## src/rtl/rv_isa_pkg.sv

```systemverilog
// RV32 base ISA definitions: opcodes, field widths, register numbers
// and the R/I/S/B/U/J instruction word builders
package rv_isa_pkg;

  localparam int unsigned ILEN  = 32;
  localparam int unsigned OPC_W = 7;
  localparam int unsigned REG_W = 5;
  localparam int unsigned F3_W  = 3;
  localparam int unsigned F7_W  = 7;

  typedef logic [ILEN-1:0] instr_t;

  // major opcodes used by the compressed expansion
  localparam logic [OPC_W-1:0] OPCODE_OP_IMM = 7'b0010011;
  localparam logic [OPC_W-1:0] OPCODE_OP     = 7'b0110011;
  localparam logic [OPC_W-1:0] OPCODE_LOAD   = 7'b0000011;
  localparam logic [OPC_W-1:0] OPCODE_STORE  = 7'b0100011;
  localparam logic [OPC_W-1:0] OPCODE_LUI    = 7'b0110111;
  localparam logic [OPC_W-1:0] OPCODE_JAL    = 7'b1101111;
  localparam logic [OPC_W-1:0] OPCODE_BRANCH = 7'b1100011;
  localparam logic [OPC_W-1:0] OPCODE_JALR   = 7'b1100111;

  localparam instr_t EBREAK_WORD = 32'h0010_0073;

  localparam logic [REG_W-1:0] REG_ZERO = 5'd0;
  localparam logic [REG_W-1:0] REG_RA   = 5'd1;
  localparam logic [REG_W-1:0] REG_SP   = 5'd2;

  //////////////////////////////
  // word builders
  //////////////////////////////

  function automatic instr_t build_r(input logic [F7_W-1:0] funct7, input logic [REG_W-1:0] rs2,
                                     input logic [REG_W-1:0] rs1, input logic [F3_W-1:0] funct3,
                                     input logic [REG_W-1:0] rd, input logic [OPC_W-1:0] opcode);
    return {funct7, rs2, rs1, funct3, rd, opcode};
  endfunction

  function automatic instr_t build_i(input logic [11:0] imm, input logic [REG_W-1:0] rs1,
                                     input logic [F3_W-1:0] funct3, input logic [REG_W-1:0] rd,
                                     input logic [OPC_W-1:0] opcode);
    return {imm, rs1, funct3, rd, opcode};
  endfunction

  // immediate split around the register fields
  function automatic instr_t build_s(input logic [11:0] imm, input logic [REG_W-1:0] rs2,
                                     input logic [REG_W-1:0] rs1, input logic [F3_W-1:0] funct3,
                                     input logic [OPC_W-1:0] opcode);
    return {imm[11:5], rs2, rs1, funct3, imm[4:0], opcode};
  endfunction

  function automatic instr_t build_b(input logic [12:0] imm, input logic [REG_W-1:0] rs2,
                                     input logic [REG_W-1:0] rs1, input logic [F3_W-1:0] funct3,
                                     input logic [OPC_W-1:0] opcode);
    return {imm[12], imm[10:5], rs2, rs1, funct3, imm[4:1], imm[11], opcode};
  endfunction

  function automatic instr_t build_u(input logic [19:0] imm, input logic [REG_W-1:0] rd,
                                     input logic [OPC_W-1:0] opcode);
    return {imm, rd, opcode};
  endfunction

  function automatic instr_t build_j(input logic [20:0] imm, input logic [REG_W-1:0] rd,
                                     input logic [OPC_W-1:0] opcode);
    return {imm[20], imm[10:1], imm[11], imm[19:12], rd, opcode};
  endfunction

endpackage

```

## src/rtl/rvc_pkg.sv

```systemverilog
// compressed parcel definitions: width, quadrant and funct3 codes,
// and the two-view parcel union
package rvc_pkg;

  localparam int unsigned PLEN = 16;

  localparam logic [1:0] QUAD_C0 = 2'b00;
  localparam logic [1:0] QUAD_C1 = 2'b01;
  localparam logic [1:0] QUAD_C2 = 2'b10;

  // quadrant 0
  localparam logic [2:0] C0_ADDI4SPN = 3'b000;
  localparam logic [2:0] C0_LW       = 3'b010;
  localparam logic [2:0] C0_ZCB      = 3'b100;
  localparam logic [2:0] C0_SW       = 3'b110;

  // quadrant 1
  localparam logic [2:0] C1_ADDI     = 3'b000;
  localparam logic [2:0] C1_JAL      = 3'b001;
  localparam logic [2:0] C1_LI       = 3'b010;
  localparam logic [2:0] C1_LUI      = 3'b011;
  localparam logic [2:0] C1_MISC_ALU = 3'b100;
  localparam logic [2:0] C1_J        = 3'b101;
  localparam logic [2:0] C1_BEQZ     = 3'b110;
  localparam logic [2:0] C1_BNEZ     = 3'b111;

  // quadrant 2
  localparam logic [2:0] C2_SLLI     = 3'b000;
  localparam logic [2:0] C2_LWSP     = 3'b010;
  localparam logic [2:0] C2_CR       = 3'b100;
  localparam logic [2:0] C2_SWSP     = 3'b110;

  // ci view carries full register numbers, cl view the 3-bit primed ones
  typedef union packed {
    struct packed {
      logic [2:0] funct3;
      logic       imm_hi;
      logic [4:0] rd;
      logic [4:0] imm_lo;
      logic [1:0] quad;
    } ci;
    struct packed {
      logic [2:0] funct3;
      logic [2:0] hi;
      logic [2:0] rs1p;
      logic [1:0] mid;
      logic [2:0] rdp;
      logic [1:0] quad;
    } cl;
  } parcel_t;

endpackage

```

## src/rtl/fetch_parcel_split.sv

```systemverilog
// fetch block input register, one parcel and one valid per lane
`timescale 1ns/1ps

module fetch_parcel_split #(
  parameter int unsigned NUM_LANES = 2
) (
  input  logic                              clk_i,
  input  logic                              rst_i,
  input  logic                              fetch_valid_i,
  input  rvc_pkg::parcel_t [NUM_LANES-1:0]  fetch_block_i,
  input  logic [NUM_LANES-1:0]              lane_mask_i,
  output rvc_pkg::parcel_t [NUM_LANES-1:0]  parcel_o,
  output logic [NUM_LANES-1:0]              lane_valid_o
);

  // a lane is live only when the block is valid and its mask bit is set
  always_ff @(posedge clk_i) begin
    if (rst_i) begin
      lane_valid_o <= '0;
    end else begin
      lane_valid_o <= lane_mask_i & {NUM_LANES{fetch_valid_i}};
    end
  end

  // parcels only load on a valid block
  always_ff @(posedge clk_i) begin
    if (fetch_valid_i) begin
      parcel_o <= fetch_block_i;
    end
  end

endmodule

```

## src/rtl/rvc_expand_lane.sv

```systemverilog
// single lane RV32C expander: one parcel to one RV32 word and an illegal flag
`timescale 1ns/1ps

module rvc_expand_lane (
  input  rvc_pkg::parcel_t    parcel_i,
  output rv_isa_pkg::instr_t  instr_o,
  output logic                illegal_o
);
  import rv_isa_pkg::*;
  import rvc_pkg::*;

  logic [PLEN-1:0]  p;
  logic [REG_W-1:0] c_rd;
  logic [REG_W-1:0] c_rs2;
  logic [REG_W-1:0] c_rdp;
  logic [REG_W-1:0] c_rs1p;
  logic [11:0]      ci_imm;
  logic [11:0]      ciw_imm;
  logic [11:0]      lw_imm;
  logic [11:0]      lb_imm;
  logic [11:0]      lh_imm;
  logic [11:0]      lwsp_imm;
  logic [11:0]      swsp_imm;
  logic [11:0]      addi16sp_imm;
  logic [12:0]      cb_imm;
  logic [20:0]      cj_imm;
  instr_t           instr_d;
  logic             illegal_d;

  //////////////////////////////
  // fields and immediates
  //////////////////////////////
  assign p      = parcel_i;
  assign c_rd   = parcel_i.ci.rd;
  assign c_rs2  = parcel_i.ci.imm_lo;
  assign c_rdp  = {2'b01, parcel_i.cl.rdp};
  assign c_rs1p = {2'b01, parcel_i.cl.rs1p};

  assign ci_imm       = {{7{parcel_i.ci.imm_hi}}, parcel_i.ci.imm_lo};
  assign ciw_imm      = {2'b00, p[10:7], p[12:11], p[5], p[6], 2'b00};
  assign lw_imm       = {5'b00000, p[5], p[12:10], p[6], 2'b00};
  assign lb_imm       = {10'd0, p[5], p[6]};
  assign lh_imm       = {10'd0, p[5], 1'b0};
  assign lwsp_imm     = {4'b0000, p[3:2], p[12], p[6:4], 2'b00};
  assign swsp_imm     = {4'b0000, p[8:7], p[12:9], 2'b00};
  assign addi16sp_imm = {{3{p[12]}}, p[4:3], p[5], p[2], p[6], 4'b0000};
  assign cb_imm       = {{5{p[12]}}, p[6:5], p[2], p[11:10], p[4:3], 1'b0};
  assign cj_imm       = {{10{p[12]}}, p[8], p[10:9], p[6], p[7], p[2], p[11], p[5:3], 1'b0};

  //////////////////////////////
  // expansion
  //////////////////////////////
  always_comb begin
    instr_d   = '0;
    illegal_d = 1'b0;
    case (parcel_i.ci.quad)
      QUAD_C0: begin
        case (parcel_i.ci.funct3)
          C0_ADDI4SPN: begin
            instr_d   = build_i(ciw_imm, REG_SP, 3'b000, c_rdp, OPCODE_OP_IMM);
            illegal_d = (ciw_imm == '0);
          end
          C0_LW: instr_d = build_i(lw_imm, c_rs1p, 3'b010, c_rdp, OPCODE_LOAD);
          C0_ZCB: begin
            // only the Zcb loads survive, store slots fall to illegal
            case (parcel_i.cl.hi)
              3'b000: instr_d = build_i(lb_imm, c_rs1p, 3'b100, c_rdp, OPCODE_LOAD);
              3'b001: begin
                if (parcel_i.cl.mid[1]) begin
                  instr_d = build_i(lh_imm, c_rs1p, 3'b001, c_rdp, OPCODE_LOAD);
                end else begin
                  instr_d = build_i(lh_imm, c_rs1p, 3'b101, c_rdp, OPCODE_LOAD);
                end
              end
              default: illegal_d = 1'b1;
            endcase
          end
          C0_SW: instr_d = build_s(lw_imm, c_rdp, c_rs1p, 3'b010, OPCODE_STORE);
          default: illegal_d = 1'b1;
        endcase
      end
      QUAD_C1: begin
        case (parcel_i.ci.funct3)
          // rd of x0 gives c.nop
          C1_ADDI: instr_d = build_i(ci_imm, c_rd, 3'b000, c_rd, OPCODE_OP_IMM);
          C1_JAL:  instr_d = build_j(cj_imm, REG_RA, OPCODE_JAL);
          C1_LI:   instr_d = build_i(ci_imm, REG_ZERO, 3'b000, c_rd, OPCODE_OP_IMM);
          C1_LUI: begin
            if (c_rd == REG_SP) begin
              instr_d = build_i(addi16sp_imm, REG_SP, 3'b000, REG_SP, OPCODE_OP_IMM);
            end else begin
              instr_d = build_u({{8{ci_imm[11]}}, ci_imm}, c_rd, OPCODE_LUI);
            end
            illegal_d = (ci_imm == '0);
          end
          C1_MISC_ALU: begin
            case (parcel_i.cl.hi[1:0])
              2'b00: instr_d = build_i({7'b0000000, ci_imm[4:0]}, c_rs1p, 3'b101, c_rs1p,
                                       OPCODE_OP_IMM);
              2'b01: instr_d = build_i({7'b0100000, ci_imm[4:0]}, c_rs1p, 3'b101, c_rs1p,
                                       OPCODE_OP_IMM);
              2'b10: instr_d = build_i(ci_imm, c_rs1p, 3'b111, c_rs1p, OPCODE_OP_IMM);
              default: begin
                // register-register group, bit 12 and bits 6:5 pick the op
                case ({parcel_i.cl.hi[2], parcel_i.cl.mid})
                  3'b000: instr_d = build_r(7'b0100000, c_rdp, c_rs1p, 3'b000, c_rs1p, OPCODE_OP);
                  3'b001: instr_d = build_r(7'b0000000, c_rdp, c_rs1p, 3'b100, c_rs1p, OPCODE_OP);
                  3'b010: instr_d = build_r(7'b0000000, c_rdp, c_rs1p, 3'b110, c_rs1p, OPCODE_OP);
                  3'b011: instr_d = build_r(7'b0000000, c_rdp, c_rs1p, 3'b111, c_rs1p, OPCODE_OP);
                  3'b110: instr_d = build_r(7'b0000001, c_rdp, c_rs1p, 3'b000, c_rs1p, OPCODE_OP);
                  3'b111: begin
                    // Zcb unary ops, selected by the rd' field
                    case (parcel_i.cl.rdp)
                      3'b000: instr_d = build_i(12'h0ff, c_rs1p, 3'b111, c_rs1p, OPCODE_OP_IMM);
                      3'b001: instr_d = build_i(12'h604, c_rs1p, 3'b001, c_rs1p, OPCODE_OP_IMM);
                      3'b010: instr_d = build_r(7'b0000100, REG_ZERO, c_rs1p, 3'b100, c_rs1p,
                                                OPCODE_OP);
                      3'b011: instr_d = build_i(12'h605, c_rs1p, 3'b001, c_rs1p, OPCODE_OP_IMM);
                      3'b101: instr_d = build_i(12'hfff, c_rs1p, 3'b100, c_rs1p, OPCODE_OP_IMM);
                      default: illegal_d = 1'b1;
                    endcase
                  end
                  default: illegal_d = 1'b1;
                endcase
              end
            endcase
          end
          C1_J:    instr_d = build_j(cj_imm, REG_ZERO, OPCODE_JAL);
          C1_BEQZ: instr_d = build_b(cb_imm, REG_ZERO, c_rs1p, 3'b000, OPCODE_BRANCH);
          default: instr_d = build_b(cb_imm, REG_ZERO, c_rs1p, 3'b001, OPCODE_BRANCH);
        endcase
      end
      QUAD_C2: begin
        case (parcel_i.ci.funct3)
          C2_SLLI: instr_d = build_i({6'b000000, ci_imm[5:0]}, c_rd, 3'b001, c_rd, OPCODE_OP_IMM);
          C2_LWSP: begin
            instr_d   = build_i(lwsp_imm, REG_SP, 3'b010, c_rd, OPCODE_LOAD);
            illegal_d = (c_rd == REG_ZERO);
          end
          C2_CR: begin
            if (!parcel_i.ci.imm_hi) begin
              if (c_rs2 == REG_ZERO) begin
                // c.jr
                instr_d   = build_i(12'd0, c_rd, 3'b000, REG_ZERO, OPCODE_JALR);
                illegal_d = (c_rd == REG_ZERO);
              end else begin
                // c.mv
                instr_d = build_r(7'b0000000, c_rs2, REG_ZERO, 3'b000, c_rd, OPCODE_OP);
              end
            end else if (c_rs2 != REG_ZERO) begin
              // c.add
              instr_d = build_r(7'b0000000, c_rs2, c_rd, 3'b000, c_rd, OPCODE_OP);
            end else if (c_rd == REG_ZERO) begin
              instr_d = EBREAK_WORD;
            end else begin
              // c.jalr
              instr_d = build_i(12'd0, c_rd, 3'b000, REG_RA, OPCODE_JALR);
            end
          end
          C2_SWSP: instr_d = build_s(swsp_imm, c_rs2, REG_SP, 3'b010, OPCODE_STORE);
          default: illegal_d = 1'b1;
        endcase
      end
      // low bits 11 mark a full-width instruction, not a parcel
      default: illegal_d = 1'b1;
    endcase
  end

  assign instr_o   = illegal_d ? '0 : instr_d;
  assign illegal_o = illegal_d;

endmodule

```

## src/rtl/expand_result_reg.sv

```systemverilog
// output register toward decode: expanded words, lane valids, illegal flags
`timescale 1ns/1ps

module expand_result_reg #(
  parameter int unsigned NUM_LANES = 2
) (
  input  logic                                clk_i,
  input  logic                                rst_i,
  input  logic [NUM_LANES-1:0]                lane_valid_i,
  input  rv_isa_pkg::instr_t [NUM_LANES-1:0]  instr_i,
  input  logic [NUM_LANES-1:0]                illegal_i,
  output logic [NUM_LANES-1:0]                instr_valid_o,
  output rv_isa_pkg::instr_t [NUM_LANES-1:0]  instr_block_o,
  output logic [NUM_LANES-1:0]                illegal_o
);

  // dead lanes never report illegal
  always_ff @(posedge clk_i) begin
    if (rst_i) begin
      instr_valid_o <= '0;
      illegal_o     <= '0;
    end else begin
      instr_valid_o <= lane_valid_i;
      illegal_o     <= illegal_i & lane_valid_i;
    end
  end

  always_ff @(posedge clk_i) begin
    instr_block_o <= instr_i;
  end

endmodule

```

## src/rtl/rvc_expand_top.sv

```systemverilog
// RV32C expansion stage: feeder register, NUM_LANES expanders, result register
`timescale 1ns/1ps

module rvc_expand_top #(
  parameter int unsigned NUM_LANES = 2
) (
  input  logic                                clk_i,
  input  logic                                rst_i,
  input  logic                                fetch_valid_i,
  input  rvc_pkg::parcel_t [NUM_LANES-1:0]    fetch_block_i,
  input  logic [NUM_LANES-1:0]                lane_mask_i,
  output logic [NUM_LANES-1:0]                instr_valid_o,
  output rv_isa_pkg::instr_t [NUM_LANES-1:0]  instr_block_o,
  output logic [NUM_LANES-1:0]                illegal_o
);
  import rv_isa_pkg::*;
  import rvc_pkg::*;

  parcel_t [NUM_LANES-1:0] parcel_q;
  logic [NUM_LANES-1:0]    lane_valid_q;
  instr_t [NUM_LANES-1:0]  lane_instr;
  logic [NUM_LANES-1:0]    lane_illegal;

  fetch_parcel_split #(.NUM_LANES(NUM_LANES)) fetch_parcel_split_inst (
    .clk_i        (clk_i),
    .rst_i        (rst_i),
    .fetch_valid_i(fetch_valid_i),
    .fetch_block_i(fetch_block_i),
    .lane_mask_i  (lane_mask_i),
    .parcel_o     (parcel_q),
    .lane_valid_o (lane_valid_q)
  );

  // one combinational expander per parcel slot
  for (genvar g = 0; g < NUM_LANES; g++) begin : g_lane
    rvc_expand_lane rvc_expand_lane_inst (
      .parcel_i (parcel_q[g]),
      .instr_o  (lane_instr[g]),
      .illegal_o(lane_illegal[g])
    );
  end

  expand_result_reg #(.NUM_LANES(NUM_LANES)) expand_result_reg_inst (
    .clk_i        (clk_i),
    .rst_i        (rst_i),
    .lane_valid_i (lane_valid_q),
    .instr_i      (lane_instr),
    .illegal_i    (lane_illegal),
    .instr_valid_o(instr_valid_o),
    .instr_block_o(instr_block_o),
    .illegal_o    (illegal_o)
  );

endmodule

```

## config.mk

```make
export PLATFORM = sky130hd
export DESIGN_NAME = rvc_expand_top
export DESIGN_NICKNAME = d
export VERILOG_FILES = /design/src/rtl/rv_isa_pkg.sv /design/src/rtl/rvc_pkg.sv /design/src/rtl/fetch_parcel_split.sv /design/src/rtl/rvc_expand_lane.sv /design/src/rtl/expand_result_reg.sv /design/src/rtl/rvc_expand_top.sv
export SDC_FILE = /design/constraint.sdc
export NUM_CORES = 1
export LEC_CHECK = 0
export BUFFER_PORTS_ARGS = -buffer_cell sky130_fd_sc_hd__buf_2
export CAP_MARGIN = 25
export CORE_MARGIN = 10
export CORE_UTILIZATION = 30
export DETAILED_ROUTE_END_ITERATION = 7
export SLEW_MARGIN = 5
export SYNTH_ARGS = -nofsm -noshare
export SYNTH_HDL_FRONTEND = slang
export SYNTH_SLANG_ARGS = --single-unit
```

## constraint.sdc

```tcl
create_clock -name clk_i -period 2.89 [get_ports clk_i]
set_clock_uncertainty 0.2 [all_clocks]
set_input_delay 0 -clock clk_i [delete_from_list [all_inputs] [get_ports clk_i]]
set_output_delay 0 -clock clk_i [all_outputs]
set_load 0.02 [all_outputs]
```

## Word-level counts from Yosys, hierarchy flattened

Cells that the tools add are included.

- Output and inout port bits: 68
- Memories: 0
- RAM bits: 0
- Register bits: 102
- Latch bits: 0
- Bits of input ports: 37
- ROM bits: 0

- $add $sub $neg: 0
- Reductions and logical operators: 34
- Bitwise gates (word level): 2
- Equal/unequal tests: 42
- Multiply operators: 0
- Divide/modulo/power cells: 0
- Shift operators: 0
- Order comparisons: 0
- Multiplexer cells: 48

Operators by type and width:

| kind | count |
|---|---|
| $pmux 32 s4 | 4 |
| $pmux 32 s7 | 2 |
| $pmux 32 s3 | 4 |
| $pmux 32 s6 | 2 |
| $pmux 32 s5 | 2 |
| $mux 25 | 4 |
| $pmux 22 s2 | 2 |
| $mux 32 | 2 |
| $mux 29 | 2 |
| $logic_not 12->1 | 4 |
| $mux 21 | 2 |
| $eq 3x2->1 const B | 12 |
| $eq 3x3->1 const B | 12 |
| $mux 15 | 2 |
| $eq 3x1->1 const B | 8 |
| $logic_not 3->1 | 8 |
| $logic_not 5->1 | 4 |
| $reduce_or 5->1 | 4 |
| $pmux 1 s3 | 6 |
| $reduce_or 2->1 | 6 |
| $eq 5x2->1 const B | 2 |
| $mux 1 | 10 |
| $reduce_bool 5->1 | 2 |
| $eq 2x1->1 const B | 4 |
| 5 further kinds | 16 |

## Depth between registers and ports, before layout

- Depth after elaboration: 8
- Depth in mapped cells: 9
- Gate-level depth less buffers: 5

## Cells and area by module

A second synthesis with hierarchy kept.

- Cell total of the unflattened synthesis: 774
- Area total of the unflattened synthesis: 6,226.0 sq um

By module, submodules not included:

| module | cells each | times used | area an instance (sq um) |
|---|---|---|---|
| rvc_expand_lane | 333 | 2 | 1,908.1 |
| expand_result_reg | 72 | 1 | 1,391.3 |
| fetch_parcel_split | 36 | 1 | 1,018.5 |

## Worst setup path before layout

OpenSTA, ideal clock, no wires.

- Kind: register -> register
- Start point: reg fetch_parcel_split_inst.parcel_o[30] in the netlist's numbering
- End point: reg expand_result_reg_inst.instr_block_o[54] in the netlist's numbering
- Path slack: 834 ps
- Library setup time: 125 ps
- Arrival time: 1,731 ps
- Stages on the path, launching flop included: 7
- Cell sequence: edfxtp_1 -> or3b_1 -> o311ai_1 -> a21o_1 -> buf_2 -> buf_6 -> nor3_2

- Cells in the longest elaborated chain, start to end: 4

Ends and longest elaborated chain:

| what | line | source |
|---|---|---|
| start: declaration | fetch_parcel_split.sv:12 | `output rvc_pkg::parcel_t [NUM_LANES-1:0] parcel_o,` |
| start signal: assignment | fetch_parcel_split.sv:28 | `parcel_o <= fetch_block_i;` |
| $eq 3x3->1, or another cell as far along | rvc_expand_lane.sv:58, rvc_expand_lane.sv:83, rvc_expand_lane.sv:134 |  |
| $reduce_or 2->1 (no source line) | -- |  |
| $pmux 1 s3 (on tied branches) | rvc_expand_lane.sv:134, rvc_expand_lane.sv:58 |  |
| $pmux 1 s3 | rvc_expand_lane.sv:56 | `case (parcel_i.ci.quad)` |
| end signal: assignment | expand_result_reg.sv:29 | `instr_block_o <= instr_i;` |
| end: declaration | expand_result_reg.sv:13 | `output rv_isa_pkg::instr_t [NUM_LANES-1:0] instr_block_o,` |

Parallel ways exist; a longest one is shown, timed or not.
A chain may end at the register's enable or synchronous reset.

## Worst setup path in the final report

- Start point: reg fetch_parcel_split_inst.parcel_o[11] in the netlist's numbering
- End point: reg expand_result_reg_inst.instr_block_o[20] in the netlist's numbering

- Cells in the longest elaborated chain, start to end: 6

Ends and longest elaborated chain:

| what | line | source |
|---|---|---|
| $logic_not 5->1 | rvc_expand_lane.sv:138, rvc_expand_lane.sv:145, rvc_expand_lane.sv:153 |  |
| $mux 21 | rvc_expand_lane.sv:153 | `end else if (c_rd == REG_ZERO) begin` |
| $mux 25 | rvc_expand_lane.sv:150 | `end else if (c_rs2 != REG_ZERO) begin` |
| $mux 32 | rvc_expand_lane.sv:141 | `if (!parcel_i.ci.imm_hi) begin` |
| $pmux 32 s4 | rvc_expand_lane.sv:134 | `case (parcel_i.ci.funct3)` |
| $pmux 32 s3 | rvc_expand_lane.sv:56 |  |

Parallel ways exist; a longest one is shown, timed or not.

==> results.ini <==
[final_layout]
seqCellArea_um2 = 2320
fin_cells = 1258
nFillCells = 2279
diodes = 0
drive_above_1_share_pct = 24.8
nets = 1010
multiInputGateArea_um2 = 3840
synthToLayoutAreaGrowth_pct = 26.6

[clock_tree]
numCtsBuffers = 9
clkSinkCount = 100
cts_hold_buf = 35
post_cts_buffers = 0
cts_tree = yes
worstSkewPairLatency_ns = 0.36
htree_levels = 3
clk_pin_slew_ns = 0.08
cts-root-buf = clkbuf_16
cts_buffer_depth = 2
ctsResizeCount = 0

[place]
port_buffers = 104
gp_congestion = 0.983
dpl.hpwl_um = 22000
dp.cells = 1207

[power_and_ir_drop]
power_density_nw_per_um2 = 496
p_leak_nw = 3.30
peakVddDrop_v = 0.000251

[setup_path]
critical_path_required_ns = 2.92
critPathTopFamily = compound AO/OA/AOI/OAI gates
cp_max_fo = 12
crit_arrival_ns = 2.68
critPathSlowestCell = edfxtp_1
reg2reg_depth = 6
cp.buffers_inverters = 1
rrSetupSlack_ns = 0.25
cpPeakStageDelay_ns = 0.64
critPathLaunchType = register
worst-setup-path-type = reg2reg
cp.depth = 6
path_cells = nor4_2 -> a21oi_1 -> buf_4 -> o21ai_1 -> nand3_1 -> a221o_1
end_kind = register

[timing]
fin_tns_setup_ns = 0
rsz0062_at_grt = no
slew_violations = 0
setup_viol_count_final = 0
timing.fmax_ghz = 0.378
finalHoldViolCount = 0
worst_pin_slew_ns = 0.830
slew_headroom_pct = 44.7
fin_crit_sh_pct = 91.5
layout_min_cycle_time_ns = 2.64

[global_routing]
overflow = 0
grt_util_met2_pct = 30.5
antenna_found_initial = 0
grt_util_all_layers_pct = 19.8
grt_pass1_wl_um = 44800
grt_util_met1_pct = 26.8
grt-busiest-layer = met2
first_global_vias = 7219
grt_max_degree = 35
grtUsageMet3_pct = 3.98

[synthesis]
synth_edf_count = 32
netlist_instances = 825
synthArstFlopShare_pct = 0
synth_fp_nets = 862
ys_top_cells_by_count = 81 x nand2_1, 74 x o21ai_0, 68 x a21oi_1, 68 x dfxtp_1, 45 x nor2_1
synth_area_per_cell_um2 = 8.04
synthDominantCellAreaShare_pct = 20.5
yosysTopAreaCell = dfxtp_1
synth_ff_type = dfxtp_1
synth_seq_area_share_pct = 35.0
synthTopCellsByArea = dfxtp_1 21%, edfxtp_1 14%, o21ai_0 5.6%
synth_area_um2 = 6630
synth-seq-cells = 100
yosysMostFrequentCell = nand2_1
yosysUniqueCellTypes = 81
ys.warnings.count = 0

[status]
outcome = completed

[flow_run]
cap_violations = 0

[drt]
routed_via_density = 5.88
drt_iter0_markers = 994
routedWlPerCell_um = 23.3
drt_first_pass_iters = 6
ant_nets = 0
dr_total_vias = 7393
totalWireLength_um = 29400
drcViolationCount = 0

[die]
die_area_um2 = 28500
num_rows = 54
initial_core_util_pct = 30.5
die_width_um = 169
ios = 105
coreArea_um2 = 21800
fp.dieH_um = 169

[hold_path]
hold_path.class = in2reg
whs_path_depth = 1

cell type report:
cell class	instances	area share, %
Sequential cell	100	27.7
Clock inverter	6	0.730
Inverter	18	0.805
Clock buffer	10	2.85
Timing Repair Buffer	221	18.0
Multi-Input combinational cell	623	45.8
Tap cell	280	4.17
cell families (layout without fill, tap and decap cells):
logic type      after synthesis  after routing  synth area share, %
compound gates              324            324                 32.7
xor+xnor                      2              2                0.264
buf+inv                     102            255                 7.06
flops                       100            100                 35.0
mux                           3              3                0.453
simple gates                294            294                 24.5
through the flow:
step / hold WS, ns / power, mW / cell area (um^2) / setup WS, ns / utilization (%)
6_report: 0.0825 / 4.16 / 8390 / 0.247 / 38.6
5_1_grt: 0.110 / 4.34 / 8390 / 0.170 / 38.6
4_1_cts: 0.0904 / 4.15 / 8390 / 0.306 / 38.6
3_5_place_dp: -0.0219 / 2.87 / 7740 / 0.315 / 35.6
3_3_place_gp: -0.0238 / 2.89 / 7740 / 0.252 / 35.6
2_1_floorplan: -0.121 / 2.38 / 6630 / 0.834 / -
path summary, 6_finish.rpt:
check,startpoint,to
setup reg to reg,fetch_parcel_split_inst.parcel_o[11],expand_result_reg_inst.instr_block_o[20]
hold / removal,fetch_valid_i,fetch_parcel_split_inst.parcel_o[0]
setup / recovery,fetch_parcel_split_inst.parcel_o[11],expand_result_reg_inst.instr_block_o[20]
hold reg to reg,fetch_parcel_split_inst.lane_valid_o[0],expand_result_reg_inst.instr_valid_o[0]
state kept, by name, indices dropped and copies added, names as in the netlist:
register,cells
fetch_parcel_split_inst.parcel_o,32
expand_result_reg_inst.illegal_o,2
expand_result_reg_inst.instr_block_o,62
expand_result_reg_inst.instr_valid_o,2
fetch_parcel_split_inst.lane_valid_o,2
placed cells by master (no fill, tap or decap), types with 20 or more instances in the layout:
| cell type | instances |
|---|---|
| buf_2 | 104 |
| o211ai_1 | 23 |
| dfxtp_1 | 68 |
| buf_4 | 80 |
| a31oi_1 | 20 |
| o21ai_0 | 74 |
| dlygate4sd3_1 | 35 |
| nor3_1 | 24 |
| edfxtp_1 | 32 |
| a21oi_1 | 68 |
| nor2b_1 | 23 |
| nor2_1 | 45 |
| nand2_1 | 81 |
| nand3_1 | 24 |
per-layer routing:
metal  part of all wire, %  wire length, um
met1                    43            12700
met2                    45            13100
met3                   9.1             2670
met4                   3.1              919
met5                     0                0
report_power, final:
group / leakage (nW) / total (mW) / switching (mW) / internal, mW
registers: 0.869 / 1.68 / 0.115 / 1.56
logic: 2.28 / 1.23 / 0.783 / 0.446
clock network: 0.143 / 1.26 / 0.562 / 0.694
(Power assumes the default switching activity.)
